**config.mk**
```make
export PLATFORM = sky130hd
export DESIGN_NAME = ecc_top
export DESIGN_NICKNAME = d
export VERILOG_FILES = /design/src/design/ecc_arith_pkg.sv /design/src/design/ecc_uop_pkg.sv /design/src/design/ecc_sequencer.sv /design/src/design/ecc_ctrl.sv /design/src/design/scalar_digit_reg.sv /design/src/design/field_alu.sv /design/src/design/operand_regfile.sv /design/src/design/ecc_top.sv
export SDC_FILE = /design/constraint.sdc
export NUM_CORES = 1
export LEC_CHECK = 0
export BUFFER_PORTS_ARGS = -buffer_cell sky130_fd_sc_hd__buf_2
export CORE_MARGIN = 3
export CORE_UTILIZATION = 40
export CTS_CLUSTER_DIAMETER = 50
export DETAILED_ROUTE_END_ITERATION = 12
export GPL_ROUTABILITY_DRIVEN = 0
export GPL_TIMING_DRIVEN = 0
export SYNTH_ARGS = -nofsm -noshare
export SYNTH_HDL_FRONTEND = slang
export SYNTH_SLANG_ARGS = --single-unit
```
**constraint.sdc**
```tcl
create_clock -name clk -period 5.33 [get_ports clk]
set_input_delay 1.3325 -clock clk [delete_from_list [all_inputs] [get_ports clk]]
set_output_delay 1.3325 -clock clk [all_outputs]
set_load 0.005 [all_outputs]
```
**src/design/ecc_arith_pkg.sv**
```systemverilog
// Field arithmetic types, opcodes and latencies for the exponentiation engine
package ecc_arith_pkg;

    // ------------------------------------------------
    // Field and scalar
    // ------------------------------------------------
    localparam int FIELD_W     = 16;
    localparam int SCALAR_BITS = 16;    // Ladder rounds

    typedef logic [FIELD_W-1:0]     felem_t;
    typedef logic [SCALAR_BITS-1:0] scalar_t;
    typedef logic [2:0]             reg_addr_t;
    typedef logic [7:0]             delay_t;

    localparam felem_t FIELD_P = 16'd65521;    // Largest 16-bit prime

    // ------------------------------------------------
    // ALU and host commands
    // ------------------------------------------------
    typedef enum logic [2:0] {
        ALU_NOP = 3'd0,
        ALU_ADD = 3'd1,
        ALU_SUB = 3'd2,
        ALU_MUL = 3'd3
    } alu_op_t;

    localparam int ADD_DELAY = 1;
    localparam int MUL_DELAY = FIELD_W + 1;    // Load cycle plus one step per bit

    typedef enum logic [1:0] {
        CMD_NONE      = 2'd0,
        CMD_EXP       = 2'd1,
        CMD_EXP_SCALE = 2'd2
    } cmd_t;

    // Cycles from issue until the result may be written back
    function automatic delay_t op_latency(alu_op_t op);
        case (op)
            ALU_ADD, ALU_SUB: return delay_t'(ADD_DELAY);
            ALU_MUL:          return delay_t'(MUL_DELAY);
            default:          return '0;
        endcase
    endfunction

endpackage

```
**src/design/ecc_uop_pkg.sv**
```systemverilog
// Micro-instruction format, program labels and register map of the ladder controller
package ecc_uop_pkg;

    localparam int PROG_ADDR_W = 6;

    typedef logic [PROG_ADDR_W-1:0] prog_addr_t;
    typedef logic [15:0]            uinstr_t;

    // Bit positions inside a line
    localparam int UI_STALL = 15;
    localparam int UI_OP    = 12;    // 3 bits
    localparam int UI_WR    = 11;
    localparam int UI_SRC_A = 8;     // 3 bits
    localparam int UI_SRC_B = 5;     // 3 bits
    localparam int UI_DST   = 2;     // 3 bits
    localparam int UI_SWAP  = 1;

    // ------------------------------------------------
    // Program labels
    // ------------------------------------------------
    localparam prog_addr_t NOP     = 6'd0;
    localparam prog_addr_t INIT_S  = 6'd1;
    localparam prog_addr_t INIT_E  = 6'd3;
    localparam prog_addr_t LAD0_S  = 6'd4;
    localparam prog_addr_t LAD0_E  = 6'd5;
    localparam prog_addr_t LAD1_S  = 6'd6;
    localparam prog_addr_t LAD1_E  = 6'd7;
    localparam prog_addr_t SCALE_S = 6'd8;
    localparam prog_addr_t SCALE_E = 6'd9;

    // Register map
    localparam ecc_arith_pkg::reg_addr_t R_BASE = 3'd0;
    localparam ecc_arith_pkg::reg_addr_t R_FACT = 3'd1;
    localparam ecc_arith_pkg::reg_addr_t R_ONE  = 3'd2;
    localparam ecc_arith_pkg::reg_addr_t R_L0   = 3'd4;
    localparam ecc_arith_pkg::reg_addr_t R_L1   = 3'd5;
    localparam ecc_arith_pkg::reg_addr_t R_RES  = 3'd7;

    // Arithmetic line with write-back
    function automatic uinstr_t uop(ecc_arith_pkg::alu_op_t op, ecc_arith_pkg::reg_addr_t src_a,
                                    ecc_arith_pkg::reg_addr_t src_b, ecc_arith_pkg::reg_addr_t dst,
                                    logic swap);
        return {1'b0, op, 1'b1, src_a, src_b, dst, swap, 1'b0};
    endfunction

    function automatic uinstr_t ustall(logic [7:0] cycles);
        return {1'b1, 7'd0, cycles};
    endfunction

endpackage

```
**src/design/ecc_sequencer.sv**
```systemverilog
// Micro-instruction ROM holding the Montgomery ladder program
`timescale 1ns/1ps

module ecc_sequencer (
    input  logic                    clk,
    input  ecc_uop_pkg::prog_addr_t addr_i,
    output ecc_uop_pkg::uinstr_t    line_o
);
    import ecc_arith_pkg::*;
    import ecc_uop_pkg::*;

    // Registered read, one cycle from address to line
    always_ff @(posedge clk) begin
        case (addr_i)
            // ------------------------------------------------
            // Init: L0 = 1, L1 = base
            // ------------------------------------------------
            INIT_S:             line_o <= ustall(8'd2);
            INIT_S + 6'd1:      line_o <= uop(ALU_MUL, R_ONE, R_ONE, R_L0, 1'b0);
            INIT_E:             line_o <= uop(ALU_MUL, R_BASE, R_ONE, R_L1, 1'b0);

            // ------------------------------------------------
            // Ladder round, digit 0
            // ------------------------------------------------
            LAD0_S:             line_o <= uop(ALU_MUL, R_L0, R_L1, R_L1, 1'b0);
            LAD0_E:             line_o <= uop(ALU_MUL, R_L0, R_L0, R_L0, 1'b0);

            // Same round with L0 and L1 traded by the controller
            LAD1_S:             line_o <= uop(ALU_MUL, R_L0, R_L1, R_L1, 1'b1);
            LAD1_E:             line_o <= uop(ALU_MUL, R_L0, R_L0, R_L0, 1'b1);

            // ------------------------------------------------
            // Scale tail and result copy
            // ------------------------------------------------
            SCALE_S:            line_o <= uop(ALU_MUL, R_L0, R_FACT, R_L0, 1'b0);
            SCALE_E:            line_o <= uop(ALU_MUL, R_L0, R_ONE, R_RES, 1'b0);

            default:            line_o <= '0;    // NOP
        endcase
    end

endmodule

```
**src/design/ecc_ctrl.sv**
```systemverilog
// Program counter FSM driving the ladder microprogram with host handshake and stalls
`timescale 1ns/1ps

module ecc_ctrl (
    input  logic                      clk,
    input  logic                      reset_n,
    input  logic                      cmd_req_i,
    input  ecc_arith_pkg::cmd_t       cmd_i,
    output logic                      cmd_ack_o,
    output logic                      busy_o,
    output ecc_uop_pkg::prog_addr_t   prog_addr_o,
    input  ecc_uop_pkg::uinstr_t      prog_line_i,
    input  logic                      digit_i,
    output logic                      req_digit_o,
    output ecc_arith_pkg::alu_op_t    alu_op_o,
    output ecc_arith_pkg::reg_addr_t  src_a_o,
    output ecc_arith_pkg::reg_addr_t  src_b_o,
    output ecc_arith_pkg::reg_addr_t  dst_o,
    output logic                      wr_en_o,
    output logic                      load_o
);
    import ecc_arith_pkg::*;
    import ecc_uop_pkg::*;

    localparam int LAD_W = $clog2(SCALAR_BITS + 1);

    typedef enum logic [1:0] {S_IDLE, S_RUN, S_DONE, S_REL} state_t;

    state_t           state;
    prog_addr_t       prog_cntr;
    cmd_t             cmd_q;
    logic [LAD_W-1:0] ladder_cntr;    // Rounds still to branch into
    delay_t           delay_cntr;
    logic             line_ok;        // ROM output belongs to prog_cntr
    logic             issued;         // Current line sits in the issue stage
    logic             wr_pend;        // Write-back stage waiting on the ALU
    logic             cmd_ok;
    alu_op_t          line_op;
    logic             line_sw;

    // Dual-ended swap, sources and destination alike
    function automatic reg_addr_t swap_addr(reg_addr_t a, logic sw);
        if (sw && (a == R_L0 || a == R_L1))
            return a ^ reg_addr_t'(1);
        return a;
    endfunction

    assign line_op     = alu_op_t'(prog_line_i[UI_OP +: 3]);
    assign line_sw     = prog_line_i[UI_SWAP];
    assign cmd_ok      = (cmd_i == CMD_EXP) || (cmd_i == CMD_EXP_SCALE);
    assign load_o      = (state == S_IDLE) && cmd_req_i && cmd_ok;    // Operands latched here
    assign prog_addr_o = prog_cntr;
    assign busy_o      = (state == S_RUN);
    assign cmd_ack_o   = (state == S_DONE);

    always_ff @(posedge clk or negedge reset_n) begin
        if (!reset_n) begin
            state       <= S_IDLE;
            prog_cntr   <= NOP;
            cmd_q       <= CMD_NONE;
            ladder_cntr <= '0;
            delay_cntr  <= '0;
            line_ok     <= 1'b0;
            issued      <= 1'b0;
            wr_pend     <= 1'b0;
            req_digit_o <= 1'b0;
            alu_op_o    <= ALU_NOP;
            src_a_o     <= '0;
            src_b_o     <= '0;
            dst_o       <= '0;
            wr_en_o     <= 1'b0;
        end else begin
            req_digit_o <= 1'b0;
            case (state)
                S_IDLE: begin
                    if (load_o) begin
                        cmd_q       <= cmd_i;
                        ladder_cntr <= LAD_W'(SCALAR_BITS);
                        prog_cntr   <= INIT_S;
                        state       <= S_RUN;
                    end
                end

                S_RUN: begin
                    if (!line_ok) begin
                        line_ok <= 1'b1;                      // ROM read in flight
                    end else if (!issued) begin
                        issued <= 1'b1;
                        if (prog_line_i[UI_STALL]) begin
                            delay_cntr <= prog_line_i[7:0];
                            wr_pend    <= 1'b0;
                        end else begin
                            delay_cntr <= op_latency(line_op);
                            alu_op_o   <= line_op;
                            src_a_o    <= swap_addr(prog_line_i[UI_SRC_A +: 3], line_sw);
                            src_b_o    <= swap_addr(prog_line_i[UI_SRC_B +: 3], line_sw);
                            dst_o      <= swap_addr(prog_line_i[UI_DST +: 3], line_sw);
                            wr_pend    <= prog_line_i[UI_WR];
                        end
                    end else if (delay_cntr != 0) begin
                        // Program counter held while the op runs
                        alu_op_o   <= ALU_NOP;
                        delay_cntr <= delay_cntr - 1'b1;
                        wr_en_o    <= wr_pend && (delay_cntr == 1);
                    end else begin
                        wr_en_o <= 1'b0;
                        issued  <= 1'b0;
                        line_ok <= 1'b0;
                        case (prog_cntr)
                            INIT_E, LAD0_E, LAD1_E: begin
                                if (ladder_cntr == 0) begin
                                    // Ladder finished, scale only for command 2
                                    prog_cntr <= (cmd_q == CMD_EXP_SCALE) ? SCALE_S : SCALE_E;
                                end else begin
                                    ladder_cntr <= ladder_cntr - 1'b1;
                                    req_digit_o <= 1'b1;
                                    prog_cntr   <= digit_i ? LAD1_S : LAD0_S;
                                end
                            end
                            SCALE_E: begin
                                prog_cntr <= NOP;
                                state     <= S_DONE;
                            end
                            default: prog_cntr <= prog_cntr + 1'b1;
                        endcase
                    end
                end

                S_DONE:  if (!cmd_req_i) state <= S_REL;    // Ack held until req drops
                S_REL:   state <= S_IDLE;
                default: state <= S_IDLE;
            endcase
        end
    end

endmodule

```
**src/design/scalar_digit_reg.sv**
```systemverilog
// Scalar shift register handing out one digit per request, MSB first
`timescale 1ns/1ps

module scalar_digit_reg (
    input  logic                   clk,
    input  logic                   reset_n,
    input  logic                   load_i,
    input  ecc_arith_pkg::scalar_t scalar_i,
    input  logic                   req_digit_i,
    output logic                   digit_o
);
    import ecc_arith_pkg::*;

    scalar_t shift_q;

    always_ff @(posedge clk or negedge reset_n) begin
        if (!reset_n) begin
            shift_q <= '0;
        end else if (load_i) begin
            shift_q <= scalar_i;
        end else if (req_digit_i) begin
            shift_q <= {shift_q[SCALAR_BITS-2:0], 1'b0};    // Next bit to the top
        end
    end

    assign digit_o = shift_q[SCALAR_BITS-1];

endmodule

```
**src/design/field_alu.sv**
```systemverilog
// Field ALU with modular add, subtract and bit-serial multiply
`timescale 1ns/1ps

module field_alu (
    input  logic                   clk,
    input  logic                   reset_n,
    input  ecc_arith_pkg::alu_op_t op_i,
    input  ecc_arith_pkg::felem_t  a_i,
    input  ecc_arith_pkg::felem_t  b_i,
    output ecc_arith_pkg::felem_t  result_o
);
    import ecc_arith_pkg::*;

    localparam int CNT_W = $clog2(FIELD_W + 1);

    logic [CNT_W-1:0] bit_cntr;    // Multiply steps left
    felem_t           mul_a;
    felem_t           mul_b;       // Shifted left, MSB consumed first
    felem_t           dbl;
    felem_t           step;

    function automatic felem_t mod_add(felem_t x, felem_t y);
        logic [FIELD_W:0] sum;
        sum = {1'b0, x} + {1'b0, y};
        if (sum >= {1'b0, FIELD_P})
            sum = sum - {1'b0, FIELD_P};
        return sum[FIELD_W-1:0];
    endfunction

    function automatic felem_t mod_sub(felem_t x, felem_t y);
        felem_t diff;
        diff = x - y;
        if (x < y)
            diff = diff + FIELD_P;    // Wraps back below p
        return diff;
    endfunction

    // One double-and-add step, reduced each time
    assign dbl  = mod_add(result_o, result_o);
    assign step = mul_b[FIELD_W-1] ? mod_add(dbl, mul_a) : dbl;

    always_ff @(posedge clk or negedge reset_n) begin
        if (!reset_n)
            bit_cntr <= '0;
        else if (bit_cntr != 0)
            bit_cntr <= bit_cntr - 1'b1;
        else if (op_i == ALU_MUL)
            bit_cntr <= CNT_W'(FIELD_W);
    end

    always_ff @(posedge clk) begin
        if (bit_cntr != 0) begin
            result_o <= step;
            mul_b    <= mul_b << 1;
        end else begin
            case (op_i)
                ALU_ADD: result_o <= mod_add(a_i, b_i);
                ALU_SUB: result_o <= mod_sub(a_i, b_i);
                ALU_MUL: begin
                    result_o <= '0;    // Accumulator start
                    mul_a    <= a_i;
                    mul_b    <= b_i;
                end
                default: result_o <= result_o;
            endcase
        end
    end

endmodule

```
**src/design/operand_regfile.sv**
```systemverilog
// Eight-entry operand memory with two read ports, one write port and host load
`timescale 1ns/1ps

module operand_regfile (
    input  logic                     clk,
    input  logic                     reset_n,
    input  logic                     load_i,
    input  ecc_arith_pkg::felem_t    base_i,
    input  ecc_arith_pkg::felem_t    factor_i,
    input  ecc_arith_pkg::reg_addr_t rd_a_i,
    input  ecc_arith_pkg::reg_addr_t rd_b_i,
    input  ecc_arith_pkg::reg_addr_t wr_addr_i,
    input  logic                     wr_en_i,
    input  ecc_arith_pkg::felem_t    wr_data_i,
    output ecc_arith_pkg::felem_t    rd_a_o,
    output ecc_arith_pkg::felem_t    rd_b_o,
    output ecc_arith_pkg::felem_t    result_o
);
    import ecc_arith_pkg::*;
    import ecc_uop_pkg::*;

    felem_t mem [8];

    always_ff @(posedge clk) begin
        if (load_i) begin
            mem[R_BASE] <= base_i;
            mem[R_FACT] <= factor_i;
            mem[R_ONE]  <= felem_t'(1);
        end else if (wr_en_i) begin
            mem[wr_addr_i] <= wr_data_i;
        end
    end

    // Copy of R_RES kept for the host port
    always_ff @(posedge clk or negedge reset_n) begin
        if (!reset_n)
            result_o <= '0;
        else if (wr_en_i && (wr_addr_i == R_RES))
            result_o <= wr_data_i;
    end

    assign rd_a_o = mem[rd_a_i];
    assign rd_b_o = mem[rd_b_i];

endmodule

```
**src/design/ecc_top.sv**
```systemverilog
// Modular exponentiation engine top level, controller with its datapath
`timescale 1ns/1ps

module ecc_top (
    input  logic                   clk,
    input  logic                   reset_n,
    input  logic                   cmd_req_i,
    input  ecc_arith_pkg::cmd_t    cmd_i,
    input  ecc_arith_pkg::felem_t  base_i,
    input  ecc_arith_pkg::scalar_t scalar_i,
    input  ecc_arith_pkg::felem_t  factor_i,
    output logic                   cmd_ack_o,
    output logic                   busy_o,
    output ecc_arith_pkg::felem_t  result_o
);
    import ecc_arith_pkg::*;
    import ecc_uop_pkg::*;

    prog_addr_t prog_addr;
    uinstr_t    prog_line;
    logic       digit;
    logic       req_digit;
    logic       load;
    logic       wr_en;
    alu_op_t    alu_op;
    reg_addr_t  src_a;
    reg_addr_t  src_b;
    reg_addr_t  dst;
    felem_t     rd_a;
    felem_t     rd_b;
    felem_t     alu_result;

    ecc_ctrl u_ctrl (
        .clk        (clk),
        .reset_n    (reset_n),
        .cmd_req_i  (cmd_req_i),
        .cmd_i      (cmd_i),
        .cmd_ack_o  (cmd_ack_o),
        .busy_o     (busy_o),
        .prog_addr_o(prog_addr),
        .prog_line_i(prog_line),
        .digit_i    (digit),
        .req_digit_o(req_digit),
        .alu_op_o   (alu_op),
        .src_a_o    (src_a),
        .src_b_o    (src_b),
        .dst_o      (dst),
        .wr_en_o    (wr_en),
        .load_o     (load)
    );

    ecc_sequencer u_sequencer (
        .clk   (clk),
        .addr_i(prog_addr),
        .line_o(prog_line)
    );

    scalar_digit_reg u_scalar (
        .clk        (clk),
        .reset_n    (reset_n),
        .load_i     (load),
        .scalar_i   (scalar_i),
        .req_digit_i(req_digit),
        .digit_o    (digit)
    );

    field_alu u_alu (
        .clk     (clk),
        .reset_n (reset_n),
        .op_i    (alu_op),
        .a_i     (rd_a),
        .b_i     (rd_b),
        .result_o(alu_result)
    );

    operand_regfile u_regfile (
        .clk      (clk),
        .reset_n  (reset_n),
        .load_i   (load),
        .base_i   (base_i),
        .factor_i (factor_i),
        .rd_a_i   (src_a),
        .rd_b_i   (src_b),
        .wr_addr_i(dst),
        .wr_en_i  (wr_en),
        .wr_data_i(alu_result),
        .rd_a_o   (rd_a),
        .rd_b_o   (rd_b),
        .result_o (result_o)
    );

endmodule

```
Yosys cells after proc, flatten, opt, wreduce, memory -nomap -nowiden
Memory sizes are Yosys's and may differ from the RTL's. A register that Yosys moved wholly into a read port is not among the register bits.
Index checks and enable logic that the tools add are counted.
{"block": "word_totals", "ff_bits": 141, "mem_bits_rw": 128, "romBits": 208, "word_cells": 198, "n_memories": 2}
{"block": "op_classes", "addsub": 12, "magnitude_cmp": 4, "n_eq_ne": 34, "mux": 83, "bitwise_logic": 6, "reduce_logical": 35}
{"memory": "(name not given)", "depth": 16, "width": 13, "rd": 1, "rd_clocked_by_memory_dff": 1, "write_ports": 0, "line": "ecc_sequencer.sv:14", "source": "case (addr_i)"}
{"memory": "u_regfile.mem", "depth": 8, "width": 16, "rd": 2, "rd_clocked_by_memory_dff": 0, "write_ports": 3, "line": "operand_regfile.sv:22", "source": "felem_t mem [8];"}
{"op": "two-way mux 16 bit", "n": 11}
{"op": "adder 16 x 16 -> 17 bit", "n": 3}
{"op": ">= comparator 17 x 16 -> 1 bit (second input constant)", "n": 3}
{"op": "case mux 16 bit (3 select lines)", "n": 1}
{"op": "subtractor 16 bit (second input constant)", "n": 3}
{"op": "two-way mux 5 bit", "n": 8}
{"op": "two-way mux 1 bit", "n": 33}
{"op": "two-way mux 3 bit", "n": 10}
{"op": "two-way mux 6 bit", "n": 5}
{"op": "two-way mux 8 bit", "n": 3}
{"op": "case mux 6 bit (2 select lines)", "n": 2}
{"op": "equality test 3 bit (second input constant)", "n": 7}
{"op": "case mux 5 bit (2 select lines)", "n": 2}
{"op": "adder 16 bit (second input constant)", "n": 1}
{"op": "< comparator 16 bit", "n": 1}
{"op": "OR reduction 16 bit", "n": 1}
{"op": "subtractor 16 bit", "n": 1}
{"op": "two-way mux 2 bit", "n": 7}
{"op": "equality test 3 x 2 -> 1 bit (second input constant)", "n": 4}
{"op": "equality test 6 x 3 -> 1 bit (second input constant)", "n": 2}
{"op": "!= test 2 bit (second input constant)", "n": 6}
{"op": "subtractor 5 x 1 -> 5 bit (second input constant)", "n": 2}
{"op": "AND reduction 3 bit", "n": 3}
{"op": "equality test 2 bit (second input constant)", "n": 4}
{"op": "other kinds (26)", "n": 51}

Depth between registers and ports, before layout
{"block": "depth", "ltp_word": 9, "depth_mapped": 21, "ltp_nobuf": 20}

Cells and area by module
Synthesis repeated with hierarchy kept, for this count alone.
{"block": "unflattened", "hier_cells": 1539, "hier_area_um2": 17151.4}
{"mod": "operand_regfile", "instances": 1, "cells_per_inst": 345, "area_each_um2": 6925.4, "seq_area_each_um2": 4244.1}
{"mod": "field_alu", "instances": 1, "cells_per_inst": 833, "area_each_um2": 6747.7, "seq_area_each_um2": 1556.5}
{"mod": "ecc_ctrl", "instances": 1, "cells_per_inst": 252, "area_each_um2": 2313.5, "seq_area_each_um2": 1001.0}
{"mod": "scalar_digit_reg", "instances": 1, "cells_per_inst": 69, "area_each_um2": 742.0, "seq_area_each_um2": 400.4}
{"mod": "ecc_sequencer", "instances": 1, "cells_per_inst": 40, "area_each_um2": 422.9, "seq_area_each_um2": 200.2}

Worst setup path before layout
OpenSTA, ideal clock, no wires.
{"block": "synth_path", "path_kind": "reg2reg", "from": "register u_ctrl.src_a_o[0]", "to": "register u_alu.result_o[11], data pin", "setup_ps": 261, "t_arrival_ps": 4535, "required_ps": 5069, "path_slack_ps": 534, "path_stages_with_launch": 18, "n_path_buf": 3, "cell_sequence": "dfrtp_1 > clkbuf_1 > buf_1 > mux4_2 > mux2_2 > ha_1 > fa_1 > xnor2_1 > and3_1 > o211a_1 > or4_1 > nor4bb_1 > nor3_1 > a31o_1 > buf_6 > nand3b_1 > xor2_1 > a221o_1"}
{"block": "synth_via", "elab_chain_len": 6, "elab_cells_between_ends": 11, "cone_classes": "4 x add/sub; 2 x order compare; 4 x mux; 1 x memory"}
{"item": "from (decl)", "line": "ecc_ctrl.sv:16", "source": "output ecc_arith_pkg::reg_addr_t src_a_o,"}
{"item": "from (signal assigned)", "line": "ecc_ctrl.sv:95", "source": "src_a_o <= swap_addr(prog_line_i[UI_SRC_A +: 3], line_sw);"}
{"item": "memory read (8 x 16 bit) *"}
{"item": "named net rd_a[0]", "line": "ecc_top.sv:29", "source": "felem_t rd_a;"}
{"item": "subtractor 16 bit or adder 16 x 16 -> 17 bit (tied branches)", "line": "field_alu.sv:32, field_alu.sv:24"}
{"item": "adder 16 bit (tied with other cells)", "line": "field_alu.sv:34", "source": "diff = diff + FIELD_P;"}
{"item": "two-way mux 16 bit, on equally long branches", "line": "field_alu.sv:33, field_alu.sv:25"}
{"item": "case mux 16 bit (3 select lines) *", "line": "field_alu.sv:56", "source": "case (op_i)"}
{"item": "two-way mux 16 bit *", "line": "field_alu.sv:52", "source": "if (bit_cntr != 0) begin"}
{"item": "to (signal assigned)", "line": "field_alu.sv:53", "source": "result_o <= step;"}
{"item": "to (signal assigned)", "line": "field_alu.sv:57", "source": "ALU_ADD: result_o <= mod_add(a_i, b_i);"}
{"item": "to (signal assigned)", "line": "field_alu.sv:58", "source": "ALU_SUB: result_o <= mod_sub(a_i, b_i);"}
{"item": "to (decl)", "line": "field_alu.sv:10", "source": "output ecc_arith_pkg::felem_t result_o"}
The timed path passes the listed nets; every way through them passes the cells marked *.
A chain may end at the register's enable or synchronous reset.

Worst setup path after layout
{"block": "layout_path", "from": "register u_ctrl.src_b_o[1]", "to": "register u_alu.result_o[8], data pin"}
{"block": "layout_via", "elab_chain_len": 6, "elab_cells_between_ends": 11, "cone_classes": "4 x add/sub; 2 x order compare; 4 x mux; 1 x memory"}
{"item": "from (decl)", "line": "ecc_ctrl.sv:17", "source": "output ecc_arith_pkg::reg_addr_t src_b_o,"}
{"item": "from (signal assigned)", "line": "ecc_ctrl.sv:96", "source": "src_b_o <= swap_addr(prog_line_i[UI_SRC_B +: 3], line_sw);"}
{"item": "memory read (8 x 16 bit) *"}
{"item": "subtractor 16 bit or adder 16 x 16 -> 17 bit (tied branches)", "line": "field_alu.sv:32, field_alu.sv:24"}
{"item": "adder 16 bit (tied with other cells)", "line": "field_alu.sv:34"}
{"item": "two-way mux 16 bit, on equally long branches", "line": "field_alu.sv:33, field_alu.sv:25"}
{"item": "case mux 16 bit (3 select lines) *", "line": "field_alu.sv:56"}
{"item": "two-way mux 16 bit *", "line": "field_alu.sv:52"}
Mark *: on every way between the ends. The rest lies on a longest branch, timed or not.

==> impl_metrics.yaml <==
outcome:
  status: "finished clean"
final_layout:
  drive_gt1_share_pct: 25.7
  fin_area_sq_um: 17200
  nets: 1466
  fin_util_pct: 46.8
  area_growth_syn_to_layout_pct: 14.9
  diodes: 0
  fillers: 3318
timing:
  slew_headroom_pct: 32.1
  finalHoldViolations: 0
  post-route-period-util_pct: 95.5
  slew_viol_final: 0
  setup_viol_count_final: 0
  clock_skew_ns: 0.00839
  fmax_ghz: 0.196
  rsz0062_at_grt: "no"
  fin_crit_ns: 5.09
  worst_slew_pin_slew_ns: 1.01
global_route:
  grt_first_pass_wirelength_microns: 58600
  grt-ovfl-total: 0
  grt_usage_pct: 18.7
  grt_pass1_vias: 10499
  antenna_found_initial: 0
  grt_max_degree: 57
power_and_ir_drop:
  p_int_mw: 3.36
  p_leak_nw: 6.51
  sw_frac_of_total_pct: 19.9
  combPwrFrac_pct: 1.1
  irDropWorstVdd_v: 0.000245
  clkPwrFrac_pct: 47.7
  power_frac_seq_pct: 51.2
  power.switching_mw: 0.833
  p_per_area_nw_per_um2: 243
synthesis:
  synthesis.area_sq_um: 15000
  synth_top_area_share_pct: 35.1
  yosysSeqAreaShare_pct: 49.0
  yosys_warnings: 0
  synth_cell_type_count: 90
  async_reset_ff_share_pct: 28.7
  synth_flop_cell: "edfxtp_1"
  synth_fp_nets: 1339
  synth_cells: 1234
  synth_edf_count: 175
  avgSynthCellArea_sq_um: 12.1
  yosysTopAreaCell: "edfxtp_1"
  synthTopCellsByArea: "edfxtp_1 35%, dfrtp_1 13%, mux4_2 9.6%, mux2_2 6.2%, ha_1 4.2%"
  synth_seq_cells: 261
critical_path:
  cp_cell_sequence: "buf_1, clkbuf_1, mux4_2, mux2_2, ha_1, clkbuf_1, nand4_1, a21oi_1, nor2_1, o41ai_1, o21a_1, a31o_1, buf_6, buf_8, nand2_1, o211ai_1, o211ai_1"
  cp_data_required_time_ns: 5.61
  max_stage_delay_ns: 0.59
  critical_path.startpoint_type: "register"
  timing.rr.end: "u_alu.result_o[8]$_DFFE_PP_"
  worstPathArrival_ns: 5.38
  r2r_setup_slack_ns: 0.24
  critPathSlowestCell: "clkbuf_1"
  crit_path_max_fanout: 10
  r2r_start: "u_ctrl.src_b_o[1]$_DFFE_PN0P_"
  worstSetupEndpointType: "register"
  timing.critical_path.buf_inv: 5
  cp_top_family: "buffers and inverters"
  r2r_cells: 17
  timing_worst_setup_path_type: "register to register"
clocking:
  clockBufferDepth: 3
  clkLatencyLatePin_ns: 0.55
  tritoncts: "yes"
  clock_sinks: 261
  postCtsHoldBufs: 0
  ctsRootBufferMaster: "clkbuf_16"
  h-tree-depth: 1
  cts_buffers: 29
  path_clk_slew_ns: 0.06
place:
  hpwl_microns: 28100
  port_buffers: 70
  place_area_sq_um: 16100
detailed_routing:
  wirelength_microns: 37200
  first_pass_iters: 7
  ant_nets: 0
  post_drt_wl_per_cell_microns: 20.1
  top_layer_used: "met4"
  dr_wl_met3_microns: 2020
  dr.first_iter.drc_count: 843
  vias_per_cell: 5.67
  met1_length_microns: 17100
  routed-via-count: 10498
  drcViolationCount: 0
  met2_length_microns: 17300
hold_path:
  hold_depth: 2
  hold_start: "u_regfile.result_o[9]$_DFFE_PN0P_"
  hold_path.class: "register to register"
  min_to: "u_regfile.result_o[9]$_DFFE_PN0P_"
floorplan:
  fp.dieArea_sq_um: 39800
  die_width_microns: 200
  num_io_pins: 71
  rows: 70
  die_height_microns: 200
  fp.coreArea_sq_um: 36800
  initial_core_util_pct: 40.8
job:
  maxCapViolCount: 0
[cells in the final DEF, fill, tap and decap left out, types with 26 or more instances in the layout]
cell / n
edfxtp_1: 175
buf_4: 28
o21ai_0: 67
clkbuf_1: 37
nor2_1: 62
ha_1: 50
mux4_2: 64
a21oi_1: 54
inv_1: 34
nand2_1: 101
dfrtp_1: 75
buf_2: 78
clkbuf_16: 29
nand3_1: 40
xor2_1: 26
mux2_2: 83
xnor2_1: 32
[synth_stat cells (9+ instances only)]
library cell	number
a21o_1	18
a21oi_1	54
a22o_1	19
and2_1	20
and3_1	12
buf_1	9
clkbuf_1	44
dfrtp_1	75
dfxtp_1	11
edfxtp_1	175
ha_1	50
inv_1	34
mux2_2	83
mux2i_1	22
mux4_2	64
nand2_1	101
nand3_1	40
nand4_1	24
nor2_1	64
nor3_1	18
o211ai_1	10
o21ai_0	68
or2_2	9
xnor2_1	32
xor2_1	27
[flip-flops by register name, summed over array words and instances (netlist names), 2 cells and up]
name	cells
u_alu.bit_cntr	5
u_ctrl.delay_cntr	8
u_alu.mul_b	16
u_ctrl.ladder_cntr	5
u_alu.result_o	16
u_scalar.shift_q	16
u_regfile.result_o	16
u_regfile.mem	128
u_ctrl.src_b_o	3
u_ctrl.cmd_q	2
u_ctrl.prog_addr_o	6
u_ctrl.src_a_o	3
u_ctrl.dst_o	3
u_sequencer.line_o	10
u_ctrl.state	2
u_alu.mul_a	16
[per-stage QoR]
step	TNS [ns]	std cells	hold slack (ns)	worst slack [ns]	power (mW)
global placement	-3.93	1772	0.459	-0.286	2.23
global route	0	1852	0.502	0.0167	4.31
detailed placement	-3.46	1781	0.465	-0.309	2.23
CTS	0	1838	0.478	0.00753	4.22
floorplan	0	1234	0.442	0.534	2.20
finish	0	1852	0.472	0.238	4.19
[per-layer routing]
layer / vias up / track usage (%)
met5: - / 0
met4: 0 / 4.57
met2: 307 / 30.4
li1: 4985 / -
met1: 5157 / 26.6
met3: 49 / 2.63
[worst max-delay path by stage]
stage / from / end / slack [ns] / cells after the start
after floorplan: u_ctrl.src_a_o[0]$_DFFE_PN0P_ / u_alu.result_o[11]$_DFFE_PP_ / 0.53 / 17
after detailed placement: u_ctrl.src_b_o[0]$_DFFE_PN0P_ / u_alu.result_o[11]$_DFFE_PP_ / -0.31 / 16
after global routing: u_ctrl.src_b_o[1]$_DFFE_PN0P_ / u_alu.result_o[8]$_DFFE_PP_ / 0.02 / 17
final: u_ctrl.src_b_o[1]$_DFFE_PN0P_ / u_alu.result_o[8]$_DFFE_PP_ / 0.24 / 17
after CTS: u_ctrl.src_b_o[0]$_DFFE_PN0P_ / u_alu.result_o[8]$_DFFE_PP_ / 0.008 / 17
after global placement: u_ctrl.src_b_o[0]$_DFFE_PN0P_ / u_alu.result_o[12]$_DFFE_PP_ / -0.29 / 17
[worst min-delay path: cells and delay by family, from the launching register on]
family,cells,cell delay (ns)
AND/OR/NAND/NOR,1,0.04
AO/OA/AOI/OAI,1,0.06
flip-flops,1,0.34
[kinds of logic after synthesis]
group	after synthesis	synth area share (%)
DFF	261	49.0
adders and majority gates	52	4.44
buffers and inverters	103	2.88
AOI/OAI and AO/OA	256	11.8
and+or+nand+nor	334	11.1
xor gates and xnor gates	59	3.45
muxes	169	17.3
[power by group through the flow]
stage	logic, mW	registers [mW]	clock network [mW]
floorplan	0.0112	2.19	0
global placement	0.0438	2.19	0
detailed placement	0.0469	2.19	0
CTS	0.0473	2.15	2.03
global route	0.0525	2.14	2.11
finish	0.0460	2.15	2.00
[final cells by class]
cell class	instances	area, sq um	area share (%)
Tap cell	468	586	3.40
Clock buffer	35	778	4.52
Clock inverter	19	185	1.08
Timing Repair Buffer	99	626	3.63
Inverter	35	131	0.763
Sequential cell	261	7350	42.7
Multi-Input combinational cell	870	7250	42.1
Buffer	65	317	1.84
[timing repair]
item | in CTS | in global routing
setup buffers | 4 | 16
gates cloned | 0 | 0
setup endpoints to repair | 16 | 16
gates resized for setup | 16 | 19
pin swaps | 0 | 1
(Power assumes the default switching activity.)
